`src/rtl/cpu_pkg.sv`:
```
/*
 * CPU front-end package
 * Word and field types, instruction field positions, reset vector,
 * PC step, bubble encoding and opcode values of the 32-bit ISA
 */

package cpu_pkg;

    // Basic data types
    typedef logic [31:0] word_t;               // Instruction or address
    typedef logic [5:0]  op_t;                 // Opcode
    typedef logic [4:0]  reg_idx_t;            // Register index
    typedef logic [15:0] imm_t;                // Raw immediate

    // Instruction field positions
    localparam int OP_MSB  = 31;               // Opcode field
    localparam int OP_LSB  = 26;
    localparam int RD_MSB  = 25;               // Destination register
    localparam int RD_LSB  = 21;
    localparam int RS1_MSB = 20;               // First source register
    localparam int RS1_LSB = 16;
    localparam int RS2_MSB = 15;               // Second source register
    localparam int RS2_LSB = 11;
    localparam int IMM_MSB = 15;               // Immediate, overlaps rs2
    localparam int IMM_LSB = 0;

    // Program counter
    localparam word_t RESET_VECTOR = 32'h0000_e100; // First fetch address
    localparam word_t INSN_STEP    = 32'd4;         // One word per instruction

    // Bubble inserted on a discarded word
    localparam word_t ISA_NOP = 32'h0000_0000;

    // Opcode map
    localparam op_t OP_NOP  = 6'd0;            // No operation
    localparam op_t OP_ADD  = 6'd1;            // Register add
    localparam op_t OP_ADDI = 6'd2;            // Add immediate
    localparam op_t OP_LW   = 6'd3;            // Load word
    localparam op_t OP_SW   = 6'd4;            // Store word
    localparam op_t OP_BEQ  = 6'd5;            // Branch if equal
    localparam op_t OP_BNE  = 6'd6;            // Branch if not equal
    localparam op_t OP_JMP  = 6'd7;            // Unconditional jump

    // Anything above OP_JMP decodes as illegal

endpackage

```
`src/rtl/if_fetch.sv`:
```
/*
 * Instruction fetch master
 * Issues one Wishbone classic read per instruction at the current
 * fetch address, captures the word on ack and holds it with data_rdy
 * until the IF/ID register consumes it
 */

`timescale 1ns/1ns

module if_fetch (
    input  logic            clk,        // Clock
    input  logic            rst_n,      // Sync reset, active low
    // IF/ID side
    input  cpu_pkg::word_t  fetch_addr, // Next PC from IF/ID
    input  logic            consume,    // Held word taken this cycle
    // Wishbone classic read master
    output logic            wb_cyc,     // Bus cycle
    output logic            wb_stb,     // Strobe
    output cpu_pkg::word_t  wb_adr,     // Read address
    input  cpu_pkg::word_t  wb_dat,     // Read data
    input  logic            wb_ack,     // Slave acknowledge
    // Fetched word
    output cpu_pkg::word_t  insn,       // Held instruction
    output logic            data_rdy    // Held word valid
);

    // Fetch FSM states
    typedef enum logic [1:0] {
        ST_IDLE = 2'd0,                 // Latch address, start cycle
        ST_BUS  = 2'd1,                 // Waiting for ack
        ST_HOLD = 2'd2                  // Word held for IF/ID
    } state_t;

    state_t state;                      // Current FSM state

    // Control path
    always_ff @(posedge clk) begin
        if (!rst_n) begin
            state    <= ST_IDLE;
            wb_cyc   <= 1'b0;
            wb_stb   <= 1'b0;
            data_rdy <= 1'b0;
        end else begin
            case (state)
                ST_IDLE: begin
                    wb_cyc <= 1'b1;     // cyc and stb rise together
                    wb_stb <= 1'b1;
                    state  <= ST_BUS;
                end
                ST_BUS: begin
                    if (wb_ack) begin
                        wb_cyc   <= 1'b0;   // Drop in the cycle after ack
                        wb_stb   <= 1'b0;
                        data_rdy <= 1'b1;   // Word available next cycle
                        state    <= ST_HOLD;
                    end
                end
                ST_HOLD: begin
                    if (consume) begin
                        data_rdy <= 1'b0;
                        state    <= ST_IDLE;  // Next PC is settled by now
                    end
                end
                default: begin
                    wb_cyc   <= 1'b0;
                    wb_stb   <= 1'b0;
                    data_rdy <= 1'b0;
                    state    <= ST_IDLE;
                end
            endcase
        end
    end

    // Address register
    // Loaded only in idle, so it stays stable for the whole bus cycle
    always_ff @(posedge clk) begin
        if (state == ST_IDLE) begin
            wb_adr <= fetch_addr;       // Uses the PC updated by consume
        end
    end

    // Holding register for the fetched word
    always_ff @(posedge clk) begin
        if (state == ST_BUS && wb_ack) begin
            insn <= wb_dat;             // Data valid with ack
        end
    end

endmodule

```
`src/rtl/if_reg.sv`:
```
/*
 * IF/ID pipeline register
 * Owns the next-PC register, accepts the fetched word when not stalled,
 * and records flush or branch redirects which take effect at the
 * next consume by discarding the held word
 */

`timescale 1ns/1ns

module if_reg (
    input  logic            clk,        // Clock
    input  logic            rst_n,      // Sync reset, active low
    // Fetch side
    input  cpu_pkg::word_t  insn,       // Fetched instruction
    input  logic            data_rdy,   // Fetched word valid
    input  logic            stall,      // Pipeline stall
    // Redirects
    input  logic            flush,      // Flush pulse
    input  cpu_pkg::word_t  new_pc,     // Flush target
    input  logic            br_taken,   // Branch taken pulse
    input  cpu_pkg::word_t  br_addr,    // Branch target
    // Back to fetch
    output cpu_pkg::word_t  fetch_addr, // Next PC
    output logic            consume,    // Word accepted this cycle
    // To decode
    output cpu_pkg::word_t  if_pc_out,  // PC of latched word
    output cpu_pkg::word_t  if_insn,    // Latched instruction
    output logic            if_en       // Pipeline valid mark
);

    logic           redirect;           // Any redirect pulse this cycle
    cpu_pkg::word_t redir_target;       // Target of this cycle's pulse
    logic           redir_pend;         // Redirect waiting for consume
    cpu_pkg::word_t redir_addr;         // Stored redirect target

    assign redirect     = flush | br_taken;
    assign redir_target = flush ? new_pc : br_addr; // Flush wins
    assign consume      = data_rdy & ~stall;

    always_ff @(posedge clk) begin
        if (!rst_n) begin
            fetch_addr <= cpu_pkg::RESET_VECTOR;
            if_en      <= 1'b0;
            redir_pend <= 1'b0;
        end else if (redirect) begin
            if_en <= 1'b0;              // Kill the word in flight to ID
            if (consume) begin
                // Held word is from the old stream, drop it now
                fetch_addr <= redir_target;
                if_insn    <= cpu_pkg::ISA_NOP;
                redir_pend <= 1'b0;
            end else begin
                redir_pend <= 1'b1;     // Apply at next consume
                redir_addr <= redir_target;
            end
        end else if (consume) begin
            if (redir_pend) begin
                fetch_addr <= redir_addr;  // Discard held word
                if_insn    <= cpu_pkg::ISA_NOP;
                if_en      <= 1'b0;
                redir_pend <= 1'b0;
            end else begin
                if_pc_out  <= fetch_addr;
                fetch_addr <= fetch_addr + cpu_pkg::INSN_STEP;
                if_insn    <= insn;
                if_en      <= 1'b1;
            end
        end else if (!stall) begin
            if_en <= 1'b0;              // Bubble, nothing fetched
        end
    end

endmodule

```
`src/rtl/id_decode.sv`:
```
/*
 * Instruction decode stage
 * Slices the instruction fields, sign-extends the immediate, flags
 * branches and illegal opcodes, and registers the result for execute
 */

`timescale 1ns/1ns

module id_decode (
    input  logic               clk,          // Clock
    input  logic               rst_n,        // Sync reset, active low
    input  logic               stall,        // Hold outputs
    input  logic               kill,         // Flush or branch pulse
    // From IF/ID
    input  cpu_pkg::word_t     if_pc_out,    // PC of incoming word
    input  cpu_pkg::word_t     if_insn,      // Incoming instruction
    input  logic               if_en,        // Incoming word valid
    // Decoded outputs
    output cpu_pkg::word_t     id_pc,        // Instruction PC
    output cpu_pkg::op_t       id_op,        // Opcode
    output cpu_pkg::reg_idx_t  id_rd,        // Destination register
    output cpu_pkg::reg_idx_t  id_rs1,       // Source register 1
    output cpu_pkg::reg_idx_t  id_rs2,       // Source register 2
    output cpu_pkg::word_t     id_imm,       // Sign-extended immediate
    output logic               id_is_branch, // BEQ, BNE or JMP
    output logic               id_illegal,   // Opcode out of range
    output logic               id_valid      // Outputs valid
);

    localparam int IMM_W  = $bits(cpu_pkg::imm_t);
    localparam int WORD_W = $bits(cpu_pkg::word_t);

    cpu_pkg::op_t       op;             // Sliced fields
    cpu_pkg::reg_idx_t  rd;
    cpu_pkg::reg_idx_t  rs1;
    cpu_pkg::reg_idx_t  rs2;
    cpu_pkg::imm_t      raw_imm;
    cpu_pkg::word_t     imm_ext;        // Immediate after sign extension
    logic               is_branch;
    logic               illegal;

    // Field extraction
    assign op      = if_insn[cpu_pkg::OP_MSB:cpu_pkg::OP_LSB];
    assign rd      = if_insn[cpu_pkg::RD_MSB:cpu_pkg::RD_LSB];
    assign rs1     = if_insn[cpu_pkg::RS1_MSB:cpu_pkg::RS1_LSB];
    assign rs2     = if_insn[cpu_pkg::RS2_MSB:cpu_pkg::RS2_LSB];
    assign raw_imm = if_insn[cpu_pkg::IMM_MSB:cpu_pkg::IMM_LSB];
    assign imm_ext = {{(WORD_W - IMM_W){raw_imm[IMM_W-1]}}, raw_imm};

    // Opcode classification
    always_comb begin
        is_branch = 1'b0;
        illegal   = 1'b0;
        case (op)
            cpu_pkg::OP_NOP,
            cpu_pkg::OP_ADD,
            cpu_pkg::OP_ADDI,
            cpu_pkg::OP_LW,
            cpu_pkg::OP_SW: begin
                is_branch = 1'b0;       // Plain ALU or memory op
            end
            cpu_pkg::OP_BEQ,
            cpu_pkg::OP_BNE,
            cpu_pkg::OP_JMP: begin
                is_branch = 1'b1;       // Control transfer
            end
            default: begin
                illegal = 1'b1;         // Above OP_JMP
            end
        endcase
    end

    // Valid mark
    // Kill overrides stall so a held word from the old stream is dropped
    always_ff @(posedge clk) begin
        if (!rst_n) begin
            id_valid <= 1'b0;
        end else if (kill) begin
            id_valid <= 1'b0;
        end else if (!stall) begin
            id_valid <= if_en;
        end
    end

    // Decoded payload, held under stall
    always_ff @(posedge clk) begin
        if (!stall) begin
            id_pc        <= if_pc_out;
            id_op        <= op;
            id_rd        <= rd;
            id_rs1       <= rs1;
            id_rs2       <= rs2;
            id_imm       <= imm_ext;
            id_is_branch <= is_branch;
            id_illegal   <= illegal;
        end
    end

endmodule

```
`src/rtl/fetch_top.sv`:
```
/*
 * Instruction front end top level
 * Chains the Wishbone fetch master, the IF/ID register and the decode
 * stage, and forms the decode kill from the redirect pulses
 */

`timescale 1ns/1ns

module fetch_top (
    input  logic               clk,          // Clock
    input  logic               rst_n,        // Sync reset, active low
    // Pipeline control
    input  logic               stall,        // Freeze IF/ID and ID
    input  logic               flush,        // Flush pulse
    input  logic               br_taken,     // Branch taken pulse
    input  cpu_pkg::word_t     new_pc,       // Flush target
    input  cpu_pkg::word_t     br_addr,      // Branch target
    // Wishbone classic read master
    output logic               wb_cyc,
    output logic               wb_stb,
    output cpu_pkg::word_t     wb_adr,
    input  cpu_pkg::word_t     wb_dat,
    input  logic               wb_ack,
    // Decoded outputs
    output cpu_pkg::word_t     id_pc,
    output cpu_pkg::op_t       id_op,
    output cpu_pkg::reg_idx_t  id_rd,
    output cpu_pkg::reg_idx_t  id_rs1,
    output cpu_pkg::reg_idx_t  id_rs2,
    output cpu_pkg::word_t     id_imm,
    output logic               id_is_branch,
    output logic               id_illegal,
    output logic               id_valid
);

    cpu_pkg::word_t insn;               // Fetch to IF/ID
    logic           data_rdy;
    cpu_pkg::word_t fetch_addr;         // IF/ID to fetch
    logic           consume;
    cpu_pkg::word_t if_pc_out;          // IF/ID to ID
    cpu_pkg::word_t if_insn;
    logic           if_en;
    logic           kill;               // Any redirect pulse

    assign kill = flush | br_taken;

    if_fetch i_if_fetch (
        .clk        (clk),
        .rst_n      (rst_n),
        .fetch_addr (fetch_addr),
        .consume    (consume),
        .wb_cyc     (wb_cyc),
        .wb_stb     (wb_stb),
        .wb_adr     (wb_adr),
        .wb_dat     (wb_dat),
        .wb_ack     (wb_ack),
        .insn       (insn),
        .data_rdy   (data_rdy)
    );

    if_reg i_if_reg (
        .clk        (clk),
        .rst_n      (rst_n),
        .insn       (insn),
        .data_rdy   (data_rdy),
        .stall      (stall),
        .flush      (flush),
        .new_pc     (new_pc),
        .br_taken   (br_taken),
        .br_addr    (br_addr),
        .fetch_addr (fetch_addr),
        .consume    (consume),
        .if_pc_out  (if_pc_out),
        .if_insn    (if_insn),
        .if_en      (if_en)
    );

    id_decode i_id_decode (
        .clk          (clk),
        .rst_n        (rst_n),
        .stall        (stall),
        .kill         (kill),
        .if_pc_out    (if_pc_out),
        .if_insn      (if_insn),
        .if_en        (if_en),
        .id_pc        (id_pc),
        .id_op        (id_op),
        .id_rd        (id_rd),
        .id_rs1       (id_rs1),
        .id_rs2       (id_rs2),
        .id_imm       (id_imm),
        .id_is_branch (id_is_branch),
        .id_illegal   (id_illegal),
        .id_valid     (id_valid)
    );

endmodule

```
`config.mk`:
```
export PLATFORM = sky130hd
export DESIGN_NAME = fetch_top
export DESIGN_NICKNAME = d
export VERILOG_FILES = /design/src/rtl/cpu_pkg.sv /design/src/rtl/if_fetch.sv /design/src/rtl/if_reg.sv /design/src/rtl/id_decode.sv /design/src/rtl/fetch_top.sv
export SDC_FILE = /design/constraint.sdc
export NUM_CORES = 1
export LEC_CHECK = 0
export ABC_AREA = 0
export BUFFER_PORTS_ARGS = -buffer_cell sky130_fd_sc_hd__buf_4
export CAP_MARGIN = 20
export CORE_UTILIZATION = 45
export CTS_CLUSTER_SIZE = 40
export DETAILED_ROUTE_END_ITERATION = 12
export GPL_ROUTABILITY_DRIVEN = 1
export GPL_TIMING_DRIVEN = 1
export PLACE_DENSITY = 0.68
export SLEW_MARGIN = 20
export SYNTH_ARGS = -nofsm -noshare
export SYNTH_HDL_FRONTEND = slang
export SYNTH_SLANG_ARGS = --single-unit
```
`constraint.sdc`:
```
create_clock -name clk -period 3.5 [get_ports clk]
set_input_delay 0.35 -clock clk [delete_from_list [all_inputs] [get_ports clk]]
set_output_delay 0.35 -clock clk [all_outputs]
set_load 0.02 [all_outputs]
```
==> results of run 1 <==
[layout make-up]
cell class	count	area share
sequential	265	0.580
multi-input combinational	358	0.180
timing repair buffer	252	0.149
clock buffer	39	0.0553
tap	280	0.0269
clock inverter	8	0.00480
inverter	13	0.00374
[power by group]
part / switching [mW] / internal [mW] / total, mW
sequential: 0.0766 / 3.59 / 3.66
combinational: 0.358 / 0.271 / 0.629
clock: 1.10 / 1.49 / 2.59
total: 1.53 / 5.35 / 6.88
[through the flow]
stage,hold WS (ns),utilization
floorplan,0.400,-
global placement,0.400,0.546
detailed placement,0.405,0.546
CTS,0.000827,0.590
global route,0.00260,0.590
finish,0.0164,0.590
[routing by layer]
metal,vias to the layer above,global-route usage
met1,3080,0.273
met4,0,0.0577
met5,-,0
met3,36,0.0298
li1,3068,-
met2,333,0.298
[worst max-delay path, stage by stage (launching register included)]
cell,delay [ns]
sky130_fd_sc_hd__dfxtp_1,0.48
sky130_fd_sc_hd__nand3_2,0.22
sky130_fd_sc_hd__nor4_2,0.76
sky130_fd_sc_hd__nand4_1,0.29
sky130_fd_sc_hd__mux2i_1,0.18
sky130_fd_sc_hd__a2111oi_0,0.37
[logic make-up (layout without fill, tap and decap cells)]
kind of cell    Yosys count  in the layout
flops                   265            265
simple gates            187            187
compound gates          131            131
buf+inv                  70            312
mux                      35             35
xor+xnor                  4              4
fa+ha+maj                 1              1
[layout by cell type (no fill, tap or decap), types with 6 or more instances in the layout]
cell / n
sky130_fd_sc_hd__mux2i_1: 6
sky130_fd_sc_hd__clkbuf_16: 27
sky130_fd_sc_hd__o21ai_0: 35
sky130_fd_sc_hd__and2_1: 33
sky130_fd_sc_hd__dlygate4sd3_1: 19
sky130_fd_sc_hd__o21a_1: 6
sky130_fd_sc_hd__nand2_1: 36
sky130_fd_sc_hd__inv_1: 11
sky130_fd_sc_hd__nand3_1: 21
sky130_fd_sc_hd__buf_4: 233
sky130_fd_sc_hd__and3_1: 6
sky130_fd_sc_hd__o211ai_1: 9
sky130_fd_sc_hd__mux2_2: 29
sky130_fd_sc_hd__clkbuf_1: 12
sky130_fd_sc_hd__nor2_1: 25
sky130_fd_sc_hd__edfxtp_1: 226
sky130_fd_sc_hd__nand4_1: 7
sky130_fd_sc_hd__nor3_1: 15
sky130_fd_sc_hd__a21oi_1: 38
sky130_fd_sc_hd__dfxtp_1: 39
sky130_fd_sc_hd__nor4_1: 6
sky130_fd_sc_hd__or3_1: 7
[state kept, by name, indices dropped and copies added (netlist names), 6 cells and up]
name,count
i_id_decode.id_pc,32
i_if_fetch.insn,32
i_if_fetch.wb_adr,32
i_if_reg.fetch_addr,32
i_if_reg.if_insn,32
i_if_reg.if_pc_out,32
i_if_reg.redir_addr,32
i_id_decode.id_imm,16
i_id_decode.id_op,6
[how the worst max path moves through the flow]
stage | startpoint | end | slack, ns | cells past startpoint
2_1_floorplan | flush | i_if_reg.redir_addr[0] | 0.35 | 6
3_3_place_gp | flush | i_if_reg.if_pc_out[15] | 1.12 | 4
3_5_place_dp | flush | i_if_reg.if_pc_out[15] | 1.08 | 4
4_1_cts | i_if_reg.fetch_addr[18] | i_if_reg.fetch_addr[31] | 1.11 | 5
5_1_grt | i_if_reg.fetch_addr[18] | i_if_reg.fetch_addr[31] | 0.88 | 5
6_report | i_if_reg.fetch_addr[18] | i_if_reg.fetch_addr[31] | 1.06 | 5
[repair_timing]
action                                  in CTS  in global routing
endpoints found under the hold margin       19                  0
endpoints found under the setup margin       0                  0
hold buffers                                19                  0
==> run summary, run 1 <==
Summed over all failing endpoints, the final setup total negative slack is 0 ns. In the routed design, unresolved DRC markers number 0. The total of flip-flops plus latches after synthesis is 265. The number of buffers inserted to repair setup after CTS is 0.

The tools report the kind of start point of the critical path as a register. Once detail routing completed, the nets flagged for antenna violations numbered 0. The area share of the largest cell type after synthesis came out at 0.661. Clock tree synthesis found a total of 265 sinks. Xor/xnor cell area share of the yosys netlist: 0.00341. The later pin in the worst-skew pair is clocked with a latency of 0.52 ns.

Counting cells, the worst reg-to-reg path comes to 5. Yosys instantiated no cell more often than sky130_fd_sc_hd__edfxtp_1. After routing the design area is 13000 um2.

Dividing total power by cell area gives a power density of 527 nW/um2. Detailed routing placed a total of 10.5 mm of wire on met2. For the pin with the worst max-slew slack, the measured transition is 0.989 ns. Proportion of synthesized chip area in sequential cells: 0.737. After the last flow step, the layout net total stands at 1019. The amount of wire on met3 after detailed routing was 1.62 mm; the clock tree skew after final layout was 0.0197 ns. The logs give 0 for the number of max-slew violations in the final report and 6.88 mW for the overall power after layout.

The level count of the clock H-tree is 1. The hold violation total from the final report was 0. The simple-gate portion of the synthesized area was 0.101; the data required time of the worst path was 3.88 ns. The startpoint identified for the worst register-to-register timing path is i_if_reg.fetch_addr[18].

The async set-reset flop share out of synthesis is 0, and the synthesis-to-finish area growth is 27.1%. The mean instance size in the synthesized netlist came out at 14.8 um2. After the first detailed-routing iteration, the DRC count stood at 549. The area of the core region came out at 22100 um2. The run gives 0 as the count of synthesis-stage warnings from yosys. After clock tree synthesis, the clock-pin slew on the worst setup and hold paths is 0.06 ns. After clock tree synthesis, the repair step resized 0 gates.

Fraction of the cycle the final worst path needs: 0.698. At the end of routability-driven placement, the weighted congestion stood at 0.833. The wire length of the first global-routing pass was 34.7 mm. In the final routing, the length of wire on met1 measures 10.1 mm. The worst-path maximum fanout is 9, and the combined flip-flop and latch cell area is 7570 um2. The number of diodes was 0; the I/O pin count was 224.

The flow ran to the end, and the final reports show no timing, DRC or antenna violations. Max-cap violations in this run came to 0. The start point of the worst hold path was wb_dat[7]. In the routed layout, each cell is associated on average with a via count of 5.36. The number of fill cells is 1710. The tools report the slack of the worst reg-to-reg path as 1.06 ns.

TritonCTS built the clock tree. The total overflow left after global routing is 0. For the total placed instance area, the log shows 12100 um2.

The number of global-route vias before repair came out at 6147. For the worst relative slew slack, the log shows 0.339. The largest family of logic cells by synthesized area is simple AND/OR/NAND/NOR gates. The per-cell routed wire length is 18.7 um.

In the post-synthesis netlist, the biggest area contributors are sky130_fd_sc_hd__edfxtp_1 66%, sky130_fd_sc_hd__dfxtp_1 7.6%, sky130_fd_sc_hd__mux2_2 3.2%, sky130_fd_sc_hd__and2_1 2.0%, sky130_fd_sc_hd__a21oi_1 1.9%. The worst hold path terminates at i_if_fetch.insn[7]. The starting utilization of the core area is 0.464, and the number of instances in the synthesized netlist is 693. The initial antenna violation count is 0, and the multi-input logic area is 2350 um2. Setup violations remaining at the end of the flow were counted as 0. The die covers 23400 um2. Entering global routing, the biggest net connects 67 pins.

The worst setup slack after placement was 1.08 ns. Type of the most critical hold path: primary input to register. The final wirelength is 22.7 mm, and the horizontal extent of the die is 153 um. The biggest area contributor in the post-synthesis netlist is sky130_fd_sc_hd__edfxtp_1.

In this run the tool buffered the top-level ports with 223 buffer cells. The minimum clock period after layout was 2.44 ns; the number of distinct library cells after synthesis was 70. Number of cells on the worst hold path: 1. After detailed routing, no signal wire sits above met4. The tools report the number of placed instances with taps included as 1149. Ranked by instance count, the synthesized netlist is headed by 226 x sky130_fd_sc_hd__edfxtp_1, 39 x sky130_fd_sc_hd__dfxtp_1, 38 x sky130_fd_sc_hd__a21oi_1, 36 x sky130_fd_sc_hd__nand2_1, 35 x sky130_fd_sc_hd__o21ai_0. The path type of the worst setup path is register to register. Clock tree synthesis selected as its root buffer the cell sky130_fd_sc_hd__clkbuf_16. Data arrives at the worst endpoint at 2.83 ns.

The global routing usage summed across all routing layers was 0.190. The logs give 5 for the first-pass detailed-route iteration total and 6517 for the total via count after detailed routing. VDD sags by at most 0.000288 V. Setup slack on the critical path of the routed design comes to 1.06 ns. Buffers inserted during clock tree synthesis total 26.

The run gives 796 as the number of nets in the synthesized netlist. The worst reg2reg path endpoint is i_if_reg.fetch_addr[31]. The portion of netlist area occupied by mux cells is 0.0377. The area fraction in compound gates after synthesis works out to 0.0821. In the synthesized netlist the dominant register cell turns out to be sky130_fd_sc_hd__edfxtp_1.

Summed over all nets, the half-perimeter wirelength after detailed placement is 15.4 mm. Derived from the worst setup path, the maximum achievable clock frequency is 409 MHz. The synthesized design contains 226 enable-type register cells. Adder and majority gate portion of the synthesized area: 0.00122. The die is 153 um tall. The worst setup path is captured at a register. The proportion of layout cells with a drive suffix above 1 was 0.339. Summed over all cells, the static leakage comes to 4.81 nW. Row generation in the floorplan step produced 54 rows. After the flow finishes, the layout carries non-filler instances totaling 1215.

The maximum buffer depth of the clock tree was 3; the cell area after technology mapping was 10300 um2. Setup repair after global routing left no endpoint under its margin.
No activity file was read; power rests on OpenSTA's default activity.
==> run 2: changes to the inputs <==
- ABC_AREA: 0 -> 1
- PLACE_DENSITY: 0.68 -> 0.7
- clock period: 3.5 -> 2.1 ns (I/O delays scaled with it)
==> run 2 against run 1 <==
Cell count is 24% higher. Utilization increased by 1.8 points. Clock power is 70% higher. Worst hold slack got worse by 0.0057 ns. Synthesized cell count rose by 31%. Non-clock buffer count up 43. Design area is 6.2% higher. Critical path depth grew 5.
==> run summary, run 2 <==
The tools report the total overflow reported by the global router as 0 (unchanged). The run gives 0.462 (was 0.464) as the starting utilization of the core area. The tools report the reg-to-reg critical path startpoint as i_if_reg.fetch_addr[3] (was i_if_reg.fetch_addr[18]).

For the overall power after layout, the log shows 11.7 mW (was 6.88 mW). Most numerous cell types in the synthesized netlist: 245 x sky130_fd_sc_hd__nand2_1, 226 x sky130_fd_sc_hd__edfxtp_1, 91 x sky130_fd_sc_hd__nor2_1, 70 x sky130_fd_sc_hd__inv_1, 43 x sky130_fd_sc_hd__a21oi_1 (was 226 x sky130_fd_sc_hd__edfxtp_1, 39 x sky130_fd_sc_hd__dfxtp_1, 38 x sky130_fd_sc_hd__a21oi_1, 36 x sky130_fd_sc_hd__nand2_1, 35 x sky130_fd_sc_hd__o21ai_0). The per-cell routed wire length is 15.2 um (was 18.7 um), and the part of the power in the clock network is 0.378 (was 0.376). The logs give 3 (unchanged) for the maximum buffer depth of the clock tree and 0.408 (was 0.339) for the worst relative slew slack.

The number of core rows was 55 (was 54); the number of placed instances with taps included was 1414 (was 1149). Final standard cell count with taps included and fillers excluded: 1510 (was 1215). The tools report the count of synthesis-stage warnings from yosys as 0 (unchanged). The flow ran to the end, and the final reports show no timing, DRC or antenna violations.

The logs give 0 (unchanged) for the number of buffers inserted to repair setup after CTS and 23.0 mm (was 22.7 mm) for the final wirelength. Horizontal extent of the die: 155 um (was 153 um). The tools report the clock root buffer as sky130_fd_sc_hd__clkbuf_16 (unchanged). Fraction of the core area covered by cells at the end of the flow: 0.608 (was 0.590). The tools report the I/O pin count as 224 (unchanged). The mean number of vias per cell came out at 4.76 (was 5.36). The kind of start point of the critical path was a register (unchanged).

Most frequent standard cell in the layout excluding fill and tap cells: sky130_fd_sc_hd__nand2_1 (was sky130_fd_sc_hd__buf_4). For the leakage power, the log shows 5.82 nW (was 4.81 nW). Data required time of the worst path: 2.51 ns (was 3.88 ns). The type of the most critical hold path is primary input to register (unchanged).

The total of flip-flops plus latches after synthesis came out at 265 (unchanged). The switching power as a share of total power is 0.226 (was 0.223). The run gives 0.00796 ns (was 0.0197 ns) as the clock tree skew after final layout. The relative contribution of sequential cells to total power came out at 0.524 (was 0.533). Largest net degree at the start of global routing: 68 (was 67).

Sink count of the clock tree: 265 (unchanged). The tools report the clock latency at the later pin of the worst-skew pair as 0.52 ns (about the same). The minimum clock period after layout works out to 1.68 ns (was 2.44 ns). Hold violation total from the final report: 0 (unchanged). The synthesis-to-finish area growth is 31.5% (was 27.1%). The number of max-slew violations in the final report was 0 (unchanged); the number of distinct library cells after synthesis was 35 (was 70). Total via count after detailed routing: 7186 (was 6517). The initial antenna violation count came out at 0 (unchanged).

The run gives 559 (was 549) as the number of DRC markers in iteration 0. Leading post-synthesis cells by cell area: sky130_fd_sc_hd__edfxtp_1 64%, sky130_fd_sc_hd__nand2_1 8.7%, sky130_fd_sc_hd__dfxtp_1 7.4%, sky130_fd_sc_hd__nor2_1 3.2%, sky130_fd_sc_hd__inv_1 2.5% (was sky130_fd_sc_hd__edfxtp_1 66%, sky130_fd_sc_hd__dfxtp_1 7.6%, sky130_fd_sc_hd__mux2_2 3.2%, sky130_fd_sc_hd__and2_1 2.0%, sky130_fd_sc_hd__a21oi_1 1.9%). The final routed DRC violation total was 0 (unchanged). The worst-margin pin slew is 0.888 ns (was 0.989 ns). The fraction of the cycle the final worst path needs works out to 0.798 (was 0.698). The wire length of the first global-routing pass is 35.7 mm (was 34.7 mm), and the area share of the largest cell type after synthesis is 0.645 (was 0.661). The number of global-route vias before repair was 6655 (was 6147); the first-pass detailed-route iteration total was 5 (unchanged). The tools report the number of nets in the synthesized netlist as 1010 (was 796).

The async set-reset flop share out of synthesis works out to 0 (unchanged). The cell area after technology mapping was 10500 um2 (was 10300 um2); the proportion of layout cells with a drive suffix above 1 was 0.273 (was 0.339). The number of instances in the synthesized netlist was 907 (was 693).

The launching element of the worst setup path was i_if_reg.fetch_addr[3] (was i_if_reg.fetch_addr[18]). The dominant cell by count in the synthesized netlist was sky130_fd_sc_hd__nand2_1 (was sky130_fd_sc_hd__edfxtp_1). Number of fill cells: 1794 (was 1710).

For the proportion of synthesized chip area in sequential cells, the log shows 0.719 (was 0.737). The height of the die is 155 um (was 153 um). Endpoint type of the worst setup path: a register (unchanged). For the level count of the clock H-tree, the log shows 1 (unchanged). The number of diodes was 0 (unchanged); the number of max-cap violations was 0 (unchanged).

The number of buffers added by the clock tree synthesis step was 25 (was 26); the final setup violation count was 0 (unchanged). The final weighted congestion of routability-driven global placement is 0.801 (was 0.833). For the number of hold buffers added after cts, the log shows 50 (was 19). The post-synthesis cell type with the largest combined area is sky130_fd_sc_hd__edfxtp_1 (unchanged). The highest attainable clock frequency came out at 596 MHz (was 409 MHz). The peak supply drop is 0.000568 V (was 0.000288 V), and the half-perimeter wire length after placement is 15.6 mm (was 15.4 mm).

The combinational group share of total power was 0.098 (was 0.091); the number of nets in the final layout was 1281 (was 1019). The total of buffers placed on input and output ports was 223 (unchanged). TritonCTS built the clock tree. The mean instance size in the synthesized netlist came out at 11.6 um2 (was 14.8 um2).

Path type of the worst setup path: register to register (unchanged). The tools report the area of the core region as 22800 um2 (was 22100 um2). The endpoint arrival time on the critical path was 2.08 ns (was 2.83 ns). The start point of the worst hold path was br_addr[31] (was wb_dat[7]). The global routing usage summed across all routing layers was 0.191 (was 0.190). The run gives 0 (unchanged) as the post-cts resize count. Main flop type after synthesis: sky130_fd_sc_hd__edfxtp_1 (unchanged). The cell area power density was 842 nW/um2 (was 527 nW/um2).

The tools report the number of nets still failing antenna checks after routing as 0 (unchanged). Commonest non-fill, non-tap cells in the layout: 245 x sky130_fd_sc_hd__nand2_1, 242 x sky130_fd_sc_hd__buf_4, 226 x sky130_fd_sc_hd__edfxtp_1 (was 233 x sky130_fd_sc_hd__buf_4, 226 x sky130_fd_sc_hd__edfxtp_1, 39 x sky130_fd_sc_hd__dfxtp_1). The run gives 24000 um2 (was 23400 um2) as the overall die area. The internal power of the cells was 9.02 mW (was 5.35 mW).

Setup repair after global routing left no endpoint under its margin. The worst-path maximum fanout was 6 (was 9). The clock transition at the registers of the reported paths is 0.07 ns (was 0.06 ns).

The number of flops mapped to enable cells by yosys works out to 226 (unchanged). The switching power total came out at 2.64 mW (was 1.53 mW).
-- run 2: path summary, 6_finish.rpt --
check	slack, ns	to	cells past startpoint
max	0.42	i_if_reg.fetch_addr[28]	10
min	0.01	i_if_reg.redir_addr[31]	3
max reg2reg	0.42	i_if_reg.fetch_addr[28]	10
min reg2reg	0.41	i_id_decode.id_rs1[0]	0
-- run 2: critical path: stages, from the launching register on --
cell and delay [ns]:
sky130_fd_sc_hd__dfxtp_1 0.44, sky130_fd_sc_hd__ha_1 0.25, sky130_fd_sc_hd__nand3_1 0.14, sky130_fd_sc_hd__nor2_1 0.23, sky130_fd_sc_hd__nand2_1 0.13, sky130_fd_sc_hd__clkinv_1 0.08
sky130_fd_sc_hd__nand2_1 0.05, sky130_fd_sc_hd__nand2_1 0.05, sky130_fd_sc_hd__nand3_1 0.06, sky130_fd_sc_hd__nand2_1 0.08, sky130_fd_sc_hd__a21oi_1 0.05
-- run 2: metrics by stage --
step                setup WS (ns)  hold WS (ns)  cell area (um2)  TNS [ns]
floorplan                 -0.0465         0.309            10600     -1.49
global placement            0.472         0.389            12500         0
detailed placement          0.441         0.390            12500         0
CTS                         0.408       0.00369            13800         0
global route                0.224        0.0114            13800         0
finish                      0.423        0.0108            13800         0
-- run 2: final cells by class --
| class | count | area (um2) | area share |
|---|---|---|---|
| Sequential cell | 265 | 7570 | 0.547 |
| Clock buffer | 27 | 633 | 0.0457 |
| Multi-Input combinational cell | 514 | 2390 | 0.173 |
| Tap cell | 313 | 392 | 0.0283 |
| Clock inverter | 19 | 179 | 0.0129 |
| Inverter | 77 | 305 | 0.0220 |
| Timing Repair Buffer | 295 | 2380 | 0.172 |
-- run 2: cells by family after synthesis --
family / Yosys count / synth area share
adders and majority gates: 1 / 0.00119
buffers and inverters: 128 / 0.0574
and+or+nand+nor: 404 / 0.164
DFF: 265 / 0.719
AOI/OAI and AO/OA: 106 / 0.0559
xor gates and xnor gates: 3 / 0.00250
-- run 2: per-layer routing --
layer | global-route usage | routed length, um | vias up
met3 | 0.0279 | 1570 | 25
met1 | 0.283 | 10800 | 3317
met2 | 0.292 | 10300 | 271
met4 | 0.0537 | 429 | 0
met5 | 0 | 0 | -
li1 | - | - | 3573
-- run 2: power by group through the flow --
stage	clock network (mW)	registers [mW]	logic, mW
global route	4.71	6.13	1.24
finish	4.41	6.11	1.14
global placement	0	6.22	1.05
CTS	4.50	6.11	1.15
floorplan	0	6.33	0.420
detailed placement	0	6.22	1.06
